--- config.mk ---
export PLATFORM = sky130hd
export DESIGN_NAME = core_bus_top
export DESIGN_NICKNAME = d
export VERILOG_FILES = /design/src/source/bus_pkg.sv /design/src/source/req_router.sv /design/src/source/axi_lite_bridge.sv /design/src/source/clint_lite.sv /design/src/source/core_bus_top.sv
export VERILOG_INCLUDE_DIRS = /design/src /design/src/include
export SDC_FILE = /design/constraint.sdc
export NUM_CORES = 1
export LEC_CHECK = 0
export BUFFER_PORTS_ARGS = -buffer_cell sky130_fd_sc_hd__buf_2
export CAP_MARGIN = 10
export CORE_MARGIN = 1
export CORE_UTILIZATION = 45
export CTS_BUF_LIST = sky130_fd_sc_hd__clkbuf_2 sky130_fd_sc_hd__clkbuf_4 sky130_fd_sc_hd__clkbuf_8
export DETAILED_ROUTE_END_ITERATION = 7
export PLACE_DENSITY = 0.73
export SYNTH_ARGS = -nofsm -noshare
export SYNTH_HDL_FRONTEND = slang
export SYNTH_SLANG_ARGS = --single-unit
--- constraint.sdc ---
create_clock -name clk -period 3.5 [get_ports clk]
set_input_delay 0.7 -clock clk [delete_from_list [all_inputs] [get_ports clk]]
set_output_delay 0.7 -clock clk [all_outputs]
set_load 0.02 [all_outputs]
--- src/include/bus_config.svh ---
////////////////////
// Bus configuration
// Widths of the core data port, the timer block window
// and the register offsets inside that window
////////////////////
`ifndef BUS_CONFIG_SVH
`define BUS_CONFIG_SVH

// Core data port widths
`define BUS_ADDR_W 32
`define BUS_DATA_W 32

// Timer block window of 64 KB
`define CLINT_BASE 32'h0200_0000
`define CLINT_SIZE 32'h0001_0000

// Register offsets inside the window
`define CLINT_MSIP_OFS        16'h0000
`define CLINT_MTIMECMP_LO_OFS 16'h0008
`define CLINT_MTIMECMP_HI_OFS 16'h000C

`endif

--- src/source/bus_pkg.sv ---
////////////////////
// Bus types
// Core request and response, AXI4-Lite channels,
// interrupt bundle and bridge FSM states
////////////////////
`include "bus_config.svh"

package bus_pkg;

    typedef logic [`BUS_ADDR_W-1:0]   addr_t;
    typedef logic [`BUS_DATA_W-1:0]   data_t;
    typedef logic [`BUS_DATA_W/8-1:0] strb_t;
    typedef logic [1:0]               axi_resp_t;
    typedef logic [63:0]              mtime_t;

    localparam axi_resp_t AXI_RESP_OKAY = 2'b00;

    ////////////////////
    // Core side
    typedef struct packed {
        addr_t addr;
        data_t wdata;
        strb_t wstrb;
        logic  write;
    } mem_req_t;

    typedef struct packed {
        data_t rdata;
        logic  error;
    } mem_rsp_t;

    ////////////////////
    // AXI4-Lite master side
    typedef struct packed {
        logic  arvalid;
        addr_t araddr;
        logic  rready;
        logic  awvalid;
        addr_t awaddr;
        logic  wvalid;
        data_t wdata;
        strb_t wstrb;
        logic  bready;
    } axi_m2s_t;

    typedef struct packed {
        logic      arready;
        logic      rvalid;
        data_t     rdata;
        axi_resp_t rresp;
        logic      awready;
        logic      wready;
        logic      bvalid;
        axi_resp_t bresp;
    } axi_s2m_t;

    typedef struct packed {
        logic software;
        logic timer;
        logic external;
    } interrupt_t;

    typedef enum logic [2:0] {
        IDLE,
        READ_ADDR,
        READ_DATA,
        WRITE_REQ,
        WRITE_RESP
    } bridge_state_t;

endpackage

--- src/source/req_router.sv ---
////////////////////
// Request router
// Sends each core request to the timer block or the AXI bridge,
// one transaction in flight, responses back in order
////////////////////
`timescale 1ns/1ps
`include "bus_config.svh"

module req_router (
    input  logic               clk,
    input  logic               rst_n,
    // Core side
    input  logic               req_valid,
    output logic               req_ready,
    input  bus_pkg::mem_req_t  req,
    output logic               rsp_valid,
    input  logic               rsp_ready,
    output bus_pkg::mem_rsp_t  rsp,
    // AXI bridge side
    output logic               axi_req_valid,
    input  logic               axi_req_ready,
    input  logic               axi_rsp_valid,
    output logic               axi_rsp_ready,
    input  bus_pkg::mem_rsp_t  axi_rsp,
    // Timer block side
    output logic               clint_req_valid,
    input  logic               clint_req_ready,
    input  logic               clint_rsp_valid,
    output logic               clint_rsp_ready,
    input  bus_pkg::mem_rsp_t  clint_rsp,
    // Request payload shared by both targets
    output bus_pkg::mem_req_t  fwd_req
);
    import bus_pkg::*;

    logic hit_clint;
    logic pending;
    logic to_clint;

    // Address decode against the timer window
    assign hit_clint = (req.addr - addr_t'(`CLINT_BASE)) < addr_t'(`CLINT_SIZE);

    ////////////////////
    // Request steering
    assign fwd_req         = req;
    assign axi_req_valid   = req_valid && !pending && !hit_clint;
    assign clint_req_valid = req_valid && !pending && hit_clint;
    assign req_ready       = !pending && (hit_clint ? clint_req_ready : axi_req_ready);

    ////////////////////
    // Only the marked target talks back
    assign rsp_valid       = pending && (to_clint ? clint_rsp_valid : axi_rsp_valid);
    assign rsp             = to_clint ? clint_rsp : axi_rsp;
    assign axi_rsp_ready   = pending && !to_clint && rsp_ready;
    assign clint_rsp_ready = pending && to_clint && rsp_ready;

    // Pending and target marks
    always_ff @(posedge clk or negedge rst_n) begin
        if (!rst_n) begin
            pending  <= 1'b0;
            to_clint <= 1'b0;
        end else begin
            if (req_valid && req_ready) begin
                pending  <= 1'b1;
                to_clint <= hit_clint;
            end else if (rsp_valid && rsp_ready) begin
                pending <= 1'b0;
            end
        end
    end

endmodule

--- src/source/axi_lite_bridge.sv ---
////////////////////
// AXI4-Lite master bridge
// Turns one core request into AR/R or AW+W/B traffic
// and holds the response until the core takes it
////////////////////
`timescale 1ns/1ps

module axi_lite_bridge (
    input  logic               clk,
    input  logic               rst_n,
    // Core side
    input  logic               req_valid,
    output logic               req_ready,
    input  bus_pkg::mem_req_t  req,
    output logic               rsp_valid,
    input  logic               rsp_ready,
    output bus_pkg::mem_rsp_t  rsp,
    // AXI side
    output bus_pkg::axi_m2s_t  axi_out,
    input  bus_pkg::axi_s2m_t  axi_in
);
    import bus_pkg::*;

    bridge_state_t state;
    mem_req_t      req_q;
    mem_rsp_t      rsp_q;
    logic          aw_done;
    logic          w_done;
    logic          ar_hs;
    logic          r_hs;
    logic          aw_hs;
    logic          w_hs;
    logic          b_hs;

    // New work only once the last response has left
    assign req_ready = (state == IDLE) && !rsp_valid;
    assign rsp       = rsp_q;

    ////////////////////
    // Channel drive
    always_comb begin
        axi_out.arvalid = (state == READ_ADDR);
        axi_out.araddr  = req_q.addr;
        axi_out.rready  = (state == READ_DATA);
        axi_out.awvalid = (state == WRITE_REQ) && !aw_done;
        axi_out.awaddr  = req_q.addr;
        axi_out.wvalid  = (state == WRITE_REQ) && !w_done;
        axi_out.wdata   = req_q.wdata;
        axi_out.wstrb   = req_q.wstrb;
        axi_out.bready  = (state == WRITE_RESP);
    end

    assign ar_hs = axi_out.arvalid && axi_in.arready;
    assign r_hs  = axi_out.rready && axi_in.rvalid;
    assign aw_hs = axi_out.awvalid && axi_in.awready;
    assign w_hs  = axi_out.wvalid && axi_in.wready;
    assign b_hs  = axi_out.bready && axi_in.bvalid;

    ////////////////////
    // Bridge FSM
    always_ff @(posedge clk or negedge rst_n) begin
        if (!rst_n) begin
            state     <= IDLE;
            aw_done   <= 1'b0;
            w_done    <= 1'b0;
            rsp_valid <= 1'b0;
        end else begin
            if (rsp_valid && rsp_ready) begin
                rsp_valid <= 1'b0;
            end
            case (state)
                IDLE: begin
                    if (req_valid && req_ready) begin
                        state   <= req.write ? WRITE_REQ : READ_ADDR;
                        aw_done <= 1'b0;
                        w_done  <= 1'b0;
                    end
                end
                READ_ADDR: begin
                    if (ar_hs) begin
                        state <= READ_DATA;
                    end
                end
                READ_DATA: begin
                    if (r_hs) begin
                        state     <= IDLE;
                        rsp_valid <= 1'b1;
                    end
                end
                WRITE_REQ: begin
                    // AW and W may finish in either order
                    if (aw_hs) begin
                        aw_done <= 1'b1;
                    end
                    if (w_hs) begin
                        w_done <= 1'b1;
                    end
                    if ((aw_done || aw_hs) && (w_done || w_hs)) begin
                        state <= WRITE_RESP;
                    end
                end
                WRITE_RESP: begin
                    if (b_hs) begin
                        state     <= IDLE;
                        rsp_valid <= 1'b1;
                    end
                end
                default: state <= IDLE;
            endcase
        end
    end

    // Request and response payload
    always_ff @(posedge clk) begin
        if (req_valid && req_ready) begin
            req_q <= req;
        end
        if (r_hs) begin
            rsp_q.rdata <= axi_in.rdata;
            rsp_q.error <= (axi_in.rresp != AXI_RESP_OKAY);
        end else if (b_hs) begin
            rsp_q.rdata <= '0;
            rsp_q.error <= (axi_in.bresp != AXI_RESP_OKAY);
        end
    end

endmodule

--- src/source/clint_lite.sv ---
////////////////////
// Machine timer and software interrupt block
// msip and mtimecmp registers, compare against mtime
////////////////////
`timescale 1ns/1ps
`include "bus_config.svh"

module clint_lite (
    input  logic                clk,
    input  logic                rst_n,
    input  logic                req_valid,
    output logic                req_ready,
    input  bus_pkg::mem_req_t   req,
    output logic                rsp_valid,
    input  logic                rsp_ready,
    output bus_pkg::mem_rsp_t   rsp,
    input  bus_pkg::mtime_t     mtime,
    input  logic                ext_irq,
    output bus_pkg::interrupt_t irq
);
    import bus_pkg::*;

    localparam int OFS_W = $clog2(`CLINT_SIZE);

    logic             msip;
    mtime_t           mtimecmp;
    logic [OFS_W-1:0] ofs;
    data_t            rd_data;
    logic             rd_err;
    logic             accept;

    // Byte-wise merge of a write into a register word
    function automatic data_t merge_bytes(data_t old_word, data_t new_word, strb_t strb);
        data_t merged;
        merged = old_word;
        for (int i = 0; i < $bits(strb_t); i++) begin
            if (strb[i]) begin
                merged[i*8 +: 8] = new_word[i*8 +: 8];
            end
        end
        return merged;
    endfunction

    assign req_ready = !rsp_valid;
    assign accept    = req_valid && req_ready;
    assign ofs       = req.addr[OFS_W-1:0];

    ////////////////////
    // Register read decode
    always_comb begin
        rd_data = '0;
        rd_err  = 1'b0;
        case (ofs)
            `CLINT_MSIP_OFS:        rd_data = {{($bits(data_t)-1){1'b0}}, msip};
            `CLINT_MTIMECMP_LO_OFS: rd_data = mtimecmp[31:0];
            `CLINT_MTIMECMP_HI_OFS: rd_data = mtimecmp[63:32];
            default:                rd_err  = 1'b1;
        endcase
    end

    // Registers, response and interrupt outputs
    always_ff @(posedge clk or negedge rst_n) begin
        if (!rst_n) begin
            msip      <= 1'b0;
            mtimecmp  <= '1;
            rsp_valid <= 1'b0;
            rsp       <= '0;
            irq       <= '0;
        end else begin
            if (accept && req.write) begin
                case (ofs)
                    `CLINT_MSIP_OFS: begin
                        if (req.wstrb[0]) begin
                            msip <= req.wdata[0];
                        end
                    end
                    `CLINT_MTIMECMP_LO_OFS:
                        mtimecmp[31:0] <= merge_bytes(mtimecmp[31:0], req.wdata, req.wstrb);
                    `CLINT_MTIMECMP_HI_OFS:
                        mtimecmp[63:32] <= merge_bytes(mtimecmp[63:32], req.wdata, req.wstrb);
                    default: ;
                endcase
            end
            if (accept) begin
                rsp_valid <= 1'b1;
                rsp.rdata <= rd_data;
                rsp.error <= rd_err;
            end else if (rsp_valid && rsp_ready) begin
                rsp_valid <= 1'b0;
            end
            irq.software <= msip;
            irq.timer    <= (mtime >= mtimecmp);
            irq.external <= ext_irq;
        end
    end

endmodule

--- src/source/core_bus_top.sv ---
////////////////////
// Core data bus wrapper
// Router, AXI4-Lite bridge and timer block,
// with the AXI structs flattened to m_axi_ ports
////////////////////
`timescale 1ns/1ps

module core_bus_top (
    input  logic                   clk,
    input  logic                   rst_n,
    // Core request and response
    input  logic                   req_valid,
    output logic                   req_ready,
    input  bus_pkg::mem_req_t      req,
    output logic                   rsp_valid,
    input  logic                   rsp_ready,
    output bus_pkg::mem_rsp_t      rsp,
    // AR
    output logic                   m_axi_arvalid,
    input  logic                   m_axi_arready,
    output bus_pkg::addr_t         m_axi_araddr,
    // R
    input  logic                   m_axi_rvalid,
    output logic                   m_axi_rready,
    input  bus_pkg::data_t         m_axi_rdata,
    input  bus_pkg::axi_resp_t     m_axi_rresp,
    // AW
    output logic                   m_axi_awvalid,
    input  logic                   m_axi_awready,
    output bus_pkg::addr_t         m_axi_awaddr,
    // W
    output logic                   m_axi_wvalid,
    input  logic                   m_axi_wready,
    output bus_pkg::data_t         m_axi_wdata,
    output bus_pkg::strb_t         m_axi_wstrb,
    // B
    input  logic                   m_axi_bvalid,
    output logic                   m_axi_bready,
    input  bus_pkg::axi_resp_t     m_axi_bresp,
    // Timer and interrupts
    input  bus_pkg::mtime_t        mtime,
    input  logic                   ext_irq,
    output bus_pkg::interrupt_t    irq
);
    import bus_pkg::*;

    logic     axi_req_valid;
    logic     axi_req_ready;
    logic     axi_rsp_valid;
    logic     axi_rsp_ready;
    mem_rsp_t axi_rsp;
    logic     clint_req_valid;
    logic     clint_req_ready;
    logic     clint_rsp_valid;
    logic     clint_rsp_ready;
    mem_rsp_t clint_rsp;
    mem_req_t fwd_req;
    axi_m2s_t axi_out;
    axi_s2m_t axi_in;

    req_router req_router_inst (
        .clk             (clk),
        .rst_n           (rst_n),
        .req_valid       (req_valid),
        .req_ready       (req_ready),
        .req             (req),
        .rsp_valid       (rsp_valid),
        .rsp_ready       (rsp_ready),
        .rsp             (rsp),
        .axi_req_valid   (axi_req_valid),
        .axi_req_ready   (axi_req_ready),
        .axi_rsp_valid   (axi_rsp_valid),
        .axi_rsp_ready   (axi_rsp_ready),
        .axi_rsp         (axi_rsp),
        .clint_req_valid (clint_req_valid),
        .clint_req_ready (clint_req_ready),
        .clint_rsp_valid (clint_rsp_valid),
        .clint_rsp_ready (clint_rsp_ready),
        .clint_rsp       (clint_rsp),
        .fwd_req         (fwd_req)
    );

    axi_lite_bridge axi_lite_bridge_inst (
        .clk       (clk),
        .rst_n     (rst_n),
        .req_valid (axi_req_valid),
        .req_ready (axi_req_ready),
        .req       (fwd_req),
        .rsp_valid (axi_rsp_valid),
        .rsp_ready (axi_rsp_ready),
        .rsp       (axi_rsp),
        .axi_out   (axi_out),
        .axi_in    (axi_in)
    );

    clint_lite clint_lite_inst (
        .clk       (clk),
        .rst_n     (rst_n),
        .req_valid (clint_req_valid),
        .req_ready (clint_req_ready),
        .req       (fwd_req),
        .rsp_valid (clint_rsp_valid),
        .rsp_ready (clint_rsp_ready),
        .rsp       (clint_rsp),
        .mtime     (mtime),
        .ext_irq   (ext_irq),
        .irq       (irq)
    );

    ////////////////////
    // Master to slave fields
    assign m_axi_arvalid = axi_out.arvalid;
    assign m_axi_araddr  = axi_out.araddr;
    assign m_axi_rready  = axi_out.rready;
    assign m_axi_awvalid = axi_out.awvalid;
    assign m_axi_awaddr  = axi_out.awaddr;
    assign m_axi_wvalid  = axi_out.wvalid;
    assign m_axi_wdata   = axi_out.wdata;
    assign m_axi_wstrb   = axi_out.wstrb;
    assign m_axi_bready  = axi_out.bready;

    ////////////////////
    // Slave to master fields
    assign axi_in.arready = m_axi_arready;
    assign axi_in.rvalid  = m_axi_rvalid;
    assign axi_in.rdata   = m_axi_rdata;
    assign axi_in.rresp   = m_axi_rresp;
    assign axi_in.awready = m_axi_awready;
    assign axi_in.wready  = m_axi_wready;
    assign axi_in.bvalid  = m_axi_bvalid;
    assign axi_in.bresp   = m_axi_bresp;

endmodule

==> results of run 1 <==
[critical path, cell delays in order]
cell                      delay [ps]
sky130_fd_sc_hd__buf_2            90
sky130_fd_sc_hd__inv_1            50
sky130_fd_sc_hd__ha_1            200
sky130_fd_sc_hd__xor2_1          140
sky130_fd_sc_hd__nor4_1          290
sky130_fd_sc_hd__nand3_1         160
sky130_fd_sc_hd__mux2_2          310
sky130_fd_sc_hd__nor2_1           90
sky130_fd_sc_hd__buf_2           170
[layout make-up]
| type | instances | area, µm² | area share |
|---|---|---|---|
| flip-flops and latches | 211 | 5870 | 0.457 |
| multi-input cells | 469 | 3730 | 0.291 |
| repair buffers | 335 | 1750 | 0.136 |
| clock buffers | 60 | 763 | 0.0595 |
| well taps | 280 | 350 | 0.0273 |
| inverters | 73 | 275 | 0.0214 |
| clock inverters | 9 | 93.8 | 0.00731 |
| diodes | 1 | 2.50 | 0.000195 |
[cell families (layout without fill, tap and decap cells)]
group           after synthesis  after routing  synth area share
compound gates              132            132            0.0805
simple gates                170            170            0.0927
flops                       211            211             0.575
xor+xnor                      1              1          0.000858
buf+inv                     132            477            0.0605
other cells                   0              1                 0
mux                         101            101             0.111
fa+ha+maj                    65             65            0.0797
[Yosys cell counts (3+ instances only)]
master,number,area [µm²]
sky130_fd_sc_hd__nor4_1,6,37.5
sky130_fd_sc_hd__nor2_1,15,56.3
sky130_fd_sc_hd__a31oi_1,3,18.8
sky130_fd_sc_hd__nand3_1,9,45.0
sky130_fd_sc_hd__nor2b_1,3,18.8
sky130_fd_sc_hd__nand2_1,57,214
sky130_fd_sc_hd__inv_1,73,274
sky130_fd_sc_hd__edfxtp_1,101,3030
sky130_fd_sc_hd__a221oi_1,3,26.3
sky130_fd_sc_hd__nor3_1,4,20.0
sky130_fd_sc_hd__nand2b_1,7,43.8
sky130_fd_sc_hd__clkbuf_1,24,90.1
sky130_fd_sc_hd__a211oi_1,3,22.5
sky130_fd_sc_hd__a21oi_1,30,150
sky130_fd_sc_hd__nand4_1,15,93.8
sky130_fd_sc_hd__dfstp_2,64,1680
sky130_fd_sc_hd__o21a_1,3,22.5
sky130_fd_sc_hd__or4_1,3,22.5
sky130_fd_sc_hd__o21ai_0,44,220
sky130_fd_sc_hd__a21o_1,4,30.0
sky130_fd_sc_hd__mux2_2,99,1110
sky130_fd_sc_hd__and4_1,3,26.3
sky130_fd_sc_hd__nor3_4,5,81.3
sky130_fd_sc_hd__dfrtp_1,46,1150
sky130_fd_sc_hd__nor3_2,3,30.0
sky130_fd_sc_hd__a22oi_1,31,233
sky130_fd_sc_hd__ha_1,65,813
sky130_fd_sc_hd__buf_4,32,240
sky130_fd_sc_hd__and3_1,33,206
[state kept, by name (all words and copies together), names as in the netlist]
name                            count
axi_lite_bridge_inst.axi_out       68
clint_lite_inst.mtimecmp           64
axi_lite_bridge_inst.rsp           33
clint_lite_inst.rsp                33
axi_lite_bridge_inst.state          3
clint_lite_inst.irq                 3
axi_lite_bridge_inst.aw_done        1
axi_lite_bridge_inst.rsp_valid      1
axi_lite_bridge_inst.w_done         1
clint_lite_inst.msip                1
clint_lite_inst.rsp_valid           1
req_router_inst.pending             1
req_router_inst.to_clint            1
[power by group]
group / internal (µW) / switching (µW) / leakage, µW / total (µW)
registers: 2910 / 107 / 0.00222 / 3020
logic: 468 / 908 / 0.00297 / 1380
clock network: 1530 / 1030 / 0.000450 / 2560
[stage by stage]
step	area, µm²	worst slack (ps)	total power (µW)	hold WS [ps]
after floorplan	10200	165	3910	371
after global placement	12000	433	4430	387
after detailed placement	12000	407	4460	395
after CTS	12800	598	7040	181
after global routing	12800	411	7270	207
final	12800	600	6960	203
[routing by layer]
layer,GRT usage,routed length [µm],vias up,share of wire
met2,0.419,14000,304,0.50
met4,0.0948,934,2,0.034
met5,0,10,-,0.00036
met1,0.284,11000,3617,0.40
li1,-,-,3577,-
met3,0.0529,1820,50,0.066
[cell usage in the layout (no fill, tap or decap), types with 4 or more instances in the layout]
cell type                    n
sky130_fd_sc_hd__ha_1       65
sky130_fd_sc_hd__nor4_1      6
sky130_fd_sc_hd__nand4_1    15
sky130_fd_sc_hd__a22oi_1    31
sky130_fd_sc_hd__nor2_1     14
sky130_fd_sc_hd__dfrtp_1    45
sky130_fd_sc_hd__inv_1      72
sky130_fd_sc_hd__o21ai_0    44
sky130_fd_sc_hd__buf_2     320
sky130_fd_sc_hd__a21oi_1    30
sky130_fd_sc_hd__nand2_1    57
sky130_fd_sc_hd__nor3_4      5
sky130_fd_sc_hd__dfstp_2    64
sky130_fd_sc_hd__clkinv_2    4
sky130_fd_sc_hd__nand3_1     9
sky130_fd_sc_hd__mux2_2     99
sky130_fd_sc_hd__and3_1     33
sky130_fd_sc_hd__nor3_2      4
sky130_fd_sc_hd__clkbuf_8   50
sky130_fd_sc_hd__nand2b_1    7
sky130_fd_sc_hd__edfxtp_1  101
sky130_fd_sc_hd__clkbuf_4   10
sky130_fd_sc_hd__buf_4      12
[worst paths after layout]
kind,from,depth (start not counted),slack (ps),end
worst max register to register,axi_lite_bridge_inst.state[1],5,950,axi_lite_bridge_inst.axi_out[58]
worst min register to register,clint_lite_inst.msip,0,410,clint_lite_inst.irq[2]
min in group clk,ext_irq,1,290,clint_lite_inst.irq[0]
worst min-delay path,rst_n,1,200,clint_lite_inst.rsp[7]
worst max-delay path,req[62],9,600,req_ready
max in group asynchronous,rst_n,2,2510,clint_lite_inst.mtimecmp[9]
==> impl_summary.md, run 1 <==
Run status
The run finished, with violations left. The final reports fail on DRC.

Yosys
The gate count of the mapped netlist is about 810. The synthesized design contains 101 enable-type register cells. In this run the mean area of a mapped cell was 12.6 µm². Synthesis inferred approximately 210 register bits.

The synthesized netlist net count is 1056. The most used flip-flop cell after synthesis is sky130_fd_sc_hd__edfxtp_1. For this run, the register share of the synthesized area comes to 0.575. For this run, asynchronously set or reset flops after synthesis account for 0.521. The number of different library cells used by synthesis comes to 47.

The cell area that synthesis handed to floorplanning was approximately 10000 µm². The Yosys step of the flow raised 0 warnings.

Global route
The first global-routing pass estimated 42500 µm of wire. For this run the aggregate overflow at the end of global routing stands at 0. The via count of the first global-routing pass is a little under 8000.

The overall track demand over capacity in global routing is 0.239. Entering global routing, the biggest net connects 68 pins. The initial antenna violation count was 2.

STA
The ratio of final minimum period to clock period is 0.829. The setup violation total in the final timing report is 0. Measured against its own limit, the worst slew margin works out to 0.421. The max-slew violation count is 0. Setup repair after global routing left no endpoint under its margin.

The clock arrives with between 15 and 20 ps of skew. Counting I/O delays and the setup requirement, the final critical path takes between 2000 and 3000 ps. Timing would allow up to about 0.34 GHz.

At the pin with the least slew margin, the transition time is around 870 ps. The number of hold violations in the final report was 0. After routing, the total negative slack on setup checks comes to 0 ps.

Placement
Detailed placement finished with a half-perimeter wire length of 20800 µm. The final weighted congestion in routability-driven placement is 0.906. The count of buffers inserted at the top-level ports is around 320.

The placed cell count is 1368.

Critical path
At the worst endpoint, the required time is between 2000 and 3000 ps. By startpoint and endpoint, the worst setup path is classified as primary input to output port. STA classifies the critical path endpoint as an output port. The largest driver fanout on the critical path is 2.

At the worst endpoint, the arrival time is roughly 2200 ps. STA classifies the critical path startpoint as a primary input.

CTS
The TritonCTS clock tree is built. In this run, post-CTS repair resized a total of 0 instances. The number of buffers added to fix hold violations after cts is 0. CTS built an H-tree with a depth of 2. The maximum clock insertion buffer count is 3. The clock transition at the registers of the reported paths is roughly 60 ps. The tree built by TritonCTS fans out to roughly 210 sinks. The number of buffers created by CTS is 38. For the worst-skew pair, the clock arrives at the later sink with an insertion delay of 520 ps. After clock tree synthesis, the setup repair step added 0 buffers. The root buffer cell chosen for the clock tree is sky130_fd_sc_hd__clkbuf_8.

Die
The die footprint is 23300 µm². For this design the top-level I/O count stands at 322. The initial core utilization is 0.463. The floorplan step set the die height to 153 µm.

The total area inside the core boundary comes to 22000 µm². The floorplan step set the die width to 153 µm. Row generation in the floorplan step produced 54 rows.

Detailed routing
Detailed routing inserted a total of 7550 vias. The count of TritonRoute iterations in the first routing pass is 8. For this run, design rule violations remaining after detail routing come to 27. For this block, the initial DRC count from the detailed router was ~340. The via density per instance is 5.25.

The routed wire length per instance is between 15 and 20 µm. After detailed routing, the total wire length is 27700 µm. Once detail routing completed, the nets flagged for antenna violations numbered 0.

Power and ir drop
The worst-case IR drop observed on VDD is 0.306 mV. In this run the power density over the cells is ~540 nW/µm². Summed over all cells, the static leakage comes to roughly 0.0056 µW.

Cells and area
At the end of the flow the core is filled with cells to 0.583. The final-stage net count is 1372. The number of inserted filler cells in the final layout is 1860.

The final non-filler cell total is 1438. Of the cells placed in the final design, the portion with a size suffix greater than 1 is 0.502. Relative to the synthesized area, the layout overhead comes to 25.8%.

Run
The max-capacitance violation count is 0.

Worst hold path
The worst hold path class is primary input to async pin.
(Power assumes the default switching activity.)
==> run 2, diff against run 1 <==
- ABC_AREA: not set -> 1
- PLACE_DENSITY: 0.73 -> 0.72
- clock period: 3.5 -> 2.4 ns (I/O delays scaled with it)
==> impl_summary.md, run 2 <==
Detailed routing
The sum of met3 wire segment lengths after detailed routing is 1900 µm (was 1820 µm). The met1 layer wirelength in the final routing is 12000 µm (was 11000 µm). The highest metal layer with signal wires was met4 (was met5).

The total routed wirelength is 28100 µm (was 27700 µm). The initial detailed-routing violation count is 552 (was 342). The routed wire length per instance came to 15.3 µm (was 19.3 µm). The met2 routed wirelength came to 13400 µm (was 14000 µm). The via density per instance was 4.95 (was 5.25). The post-route antenna net violation count came to 0 (unchanged). The count of TritonRoute iterations in the first routing pass is 5 (was 8). The overall via count from detail_route is 9065 (was 7550). The detailed-route DRC error count is 0 (was 27).

CTS
The count of H-tree levels built during CTS was 2 (unchanged). The TritonCTS clock tree is built (unchanged). The master cell of the clock root buffer is sky130_fd_sc_hd__clkbuf_8 (unchanged). The maximum clock insertion buffer count came to 3 (unchanged).

The later-pin clock latency in the skew report is 530 ps (was 520 ps). The number of clock sinks seen by CTS is 211 (unchanged). The number of post-CTS setup repair buffers is 0 (unchanged). The clock transition at the registers of the reported paths is 60 ps (about the same). The number of buffers created by CTS was 38 (unchanged).

Placement
The pre-CTS setup slack is 83.0 ps (was 407 ps). The final weighted congestion in routability-driven placement is 0.832 (was 0.906). The count of buffers inserted at the top-level ports is 321 (unchanged).

The placed cell count came to 1758 (was 1368). The half-perimeter wire length of the detailed placement result is 20900 µm (was 20800 µm).

Global route
The initial antenna violation count is 2 (unchanged). The maximum number of pins on one net before global-route repair is 62 (was 68). The overall track demand over capacity in global routing was 0.232 (was 0.239). The global-route wire length before repair is 43900 µm (was 42500 µm). The overflow left after global routing is 0 (unchanged). The via count of the first global-routing pass is 8735 (was 7762).

Power and ir drop
The power per standard cell area is 747 nW/µm² (was 542 nW/µm²). The maximum VDD drop is 0.664 mV (was 0.306 mV). The static leakage is 0.00630 µW (was 0.00564 µW). The post-route total power is 9970 µW (was 6960 µW).

STA
The final worst setup slack was 121 ps (was 600 ps). The headroom to the max-slew limit is 0.689 (was 0.421). The transition time at the pin with the least slew margin is 466 ps (was 869 ps).

The worst path in the final design needs a cycle of approximately 2300 ps, including I/O delays and setup. RSZ-0062 raised after global routing: false (unchanged). The setup violation total in the final timing report is 0 (unchanged).

Based on the critical path, the design can be clocked at up to 0.439 GHz. The final clock skew is 19.3 ps (was 17.9 ps). The number of hold violations in the final report is 0 (unchanged). The ratio of final minimum period to clock period is 0.950. The max-slew violation count is 0 (unchanged). The setup TNS after final layout was 0 ps (unchanged).

Critical path
The first element of the critical path is axi_lite_bridge_inst.state[1] (was req[62]). The maximum cell stage delay along the critical path is 450 ps (was 310 ps). The largest driver fanout on the critical path was 7 (was 2). The data required time of the critical path was 1920 ps (was 2800 ps). Cell chain of the critical path: nor2_2 > nand2_1 > nor2_1 > nand2_1 > a21oi_1 > buf_2 (was buf_2 > inv_1 > ha_1 > xor2_1 > nor4_1 > nand3_1 > mux2_2 > nor2_1 > buf_2).

The worst endpoint data arrival time is 1800 ps (was 2200 ps). The startpoint class of the critical path is a flop (was primary input). The cell occurring most often along the worst timing path was sky130_fd_sc_hd__nand2_1 (was sky130_fd_sc_hd__buf_2). The critical path endpoint category was an output port (unchanged). The worst setup path category is flop to output port (was primary input to output port). The startpoint of the lowest-slack register-to-register path is clint_lite_inst.mtimecmp[27] (was axi_lite_bridge_inst.state[1]). The master of the slowest instance on the critical path is sky130_fd_sc_hd__dfrtp_2 (was sky130_fd_sc_hd__mux2_2).

Die
The number of placed I/O pins is 322 (unchanged). The initial core utilization was 0.465 (was 0.463). The standard-cell row count is 55 (was 54). The die footprint is 24300 µm² (was 23300 µm²). The standard cell core area came to 22900 µm² (was 22000 µm²). The vertical die dimension is 156 µm (was 153 µm).

The horizontal extent of the die is 156 µm (was 153 µm).

Run status
Outcome: complete, no violations (was complete, but fails checks).

Yosys
The most used standard cell by instance count after synthesis was sky130_fd_sc_hd__nand2_1 (was sky130_fd_sc_hd__edfxtp_1). The largest area contributor in the netlist is sky130_fd_sc_hd__edfxtp_1 (unchanged). The combined area of all synthesized cells is 10700 µm² (was 10200 µm²).

The gate count of the mapped netlist was 1182 (was 812). The number of enable flip-flop cells after synthesis is 101 (unchanged). The area fraction of the dominant cell type after synthesis came to 0.285 (was 0.297). The number of distinct standard cells referenced by the synthesized netlist is 26 (was 47). The number of synthesis warnings was 0 (unchanged). The register area share after synthesis is 0.550 (was 0.575). Dominant cells by area after synthesis: sky130_fd_sc_hd__edfxtp_1 (28%), sky130_fd_sc_hd__dfstp_2 (16%), sky130_fd_sc_hd__nand2_1 (13%) (was sky130_fd_sc_hd__edfxtp_1 (30%), sky130_fd_sc_hd__dfstp_2 (16%), sky130_fd_sc_hd__dfrtp_1 (11%)).

The number of flip-flops and latches in the synthesized netlist was 211 (unchanged). The synthesized netlist net count is 1426 (was 1056). Top cell types by occurrence after synthesis: sky130_fd_sc_hd__nand2_1 (355), sky130_fd_sc_hd__inv_1 (128), sky130_fd_sc_hd__nor2_1 (107), sky130_fd_sc_hd__a21oi_1 (101), sky130_fd_sc_hd__edfxtp_1 (101) (was sky130_fd_sc_hd__edfxtp_1 (101), sky130_fd_sc_hd__mux2_2 (99), sky130_fd_sc_hd__inv_1 (73), sky130_fd_sc_hd__ha_1 (65), sky130_fd_sc_hd__dfstp_2 (64)). The most used flip-flop cell after synthesis is sky130_fd_sc_hd__edfxtp_1 (unchanged).

The proportion of synthesized flip-flops having asynchronous set or reset is 0.521 (unchanged). The average footprint of a synthesized cell was 9.02 µm² (was 12.6 µm²).

Cells and area
The fraction of layout instances using a drive strength above 1 is 0.317 (was 0.502). The final non-filler cell total is 1832 (was 1438). Commonest cells after routing, fill and taps aside: sky130_fd_sc_hd__nand2_1 (354), sky130_fd_sc_hd__buf_2 (320), sky130_fd_sc_hd__inv_1 (125) (was sky130_fd_sc_hd__buf_2 (320), sky130_fd_sc_hd__edfxtp_1 (101), sky130_fd_sc_hd__mux2_2 (99)). The final-stage net count is 1730 (was 1372). The flip-flop count of the largest register, all copies and words added is 68 (unchanged).

The most common cell after layout, fill and taps aside is sky130_fd_sc_hd__nand2_1 (was sky130_fd_sc_hd__buf_2). The area overhead of the layout relative to synthesis was 25.1% (was 25.8%).

Worst hold path
The worst hold path class is primary input to flop (was primary input to async pin). The worst hold path startpoint is ext_irq.

Run
The max-capacitance violation count is 0 (unchanged).
==> run 2: cell count changes after synthesis, moves of 28 or more <==
cell / delta
sky130_fd_sc_hd__a21oi_1: +71
sky130_fd_sc_hd__nor2_1: +92
sky130_fd_sc_hd__a22oi_1: -31
sky130_fd_sc_hd__mux2_2: -99
sky130_fd_sc_hd__nand2_1: +298
sky130_fd_sc_hd__inv_1: +55
sky130_fd_sc_hd__and3_1: -31
sky130_fd_sc_hd__nand4_1: +56
sky130_fd_sc_hd__o21ai_0: -28
==> run 2: per-stage QoR <==
stage | hold slack (ps) | util | instance area (µm²)
6_report | 65.1 | 0.582 | 13300
5_1_grt | 42.6 | 0.582 | 13300
4_1_cts | 41.4 | 0.582 | 13300
3_5_place_dp | 413 | 0.548 | 12600
3_3_place_gp | 406 | 0.548 | 12600
2_1_floorplan | 184 | - | 10700
==> run 2: cell families (layout without fill, tap and decap cells) <==
kind of cell,count (synthesis),in the layout,synth area share
AO/OA/AOI/OAI,122,122,0.0585
adder cells (fa/ha/maj),65,65,0.0763
buffers and inverters,206,540,0.0863
flip-flops,211,211,0.550
other,0,3,0
AND/OR/NAND/NOR,578,578,0.229
==> run 2: worst paths after layout <==
check / endpoint / slack, ps / depth (start not counted)
min in group asynchronous: clint_lite_inst.rsp[24] / 420 / 2
worst max register to register: clint_lite_inst.irq[1] / 370 / 9
worst min register to register: clint_lite_inst.irq[2] / 420 / 0
max in group asynchronous: clint_lite_inst.mtimecmp[32] / 1330 / 3
worst max-delay path: req_ready / 120 / 6
worst min-delay path: clint_lite_inst.irq[0] / 70 / 1
==> run 2: layout make-up <==
cell class,instances,area [µm²]
Tap cell,313,392
Fill cell,2011,9580
Antenna cell,3,7.51
Inverter,129,502
Timing Repair Buffer,341,1890
Clock buffer,53,661
Multi-Input combinational cell,765,3920
Sequential cell,211,5870
Clock inverter,17,105
==> run 2: metal layers <==
metal,vias up,track usage
met4,0,0.0868
met1,4175,0.304
met3,52,0.0422
met2,352,0.382
li1,4486,-
met5,-,0
==> run 2: critical path, delay by kind of cell (launching register included) <==
family / cells / cell delay, ps
simple gates: 4 / 500
flops: 1 / 450
buf+inv: 1 / 190
compound gates: 1 / 130
==> run 2: power breakdown <==
group / switching, µW / leakage, µW / internal [µW]
Combinational: 1490 / 0.00371 / 679
Clock: 1490 / 0.000397 / 1890
Sequential: 139 / 0.00220 / 4270
==> run 2: timing repair <==
action	CTS	global route
setup endpoints to repair	19	1
resized for setup	1	2
hold buffers	1	0
hold endpoints to repair	8	0
gates cloned	0	0
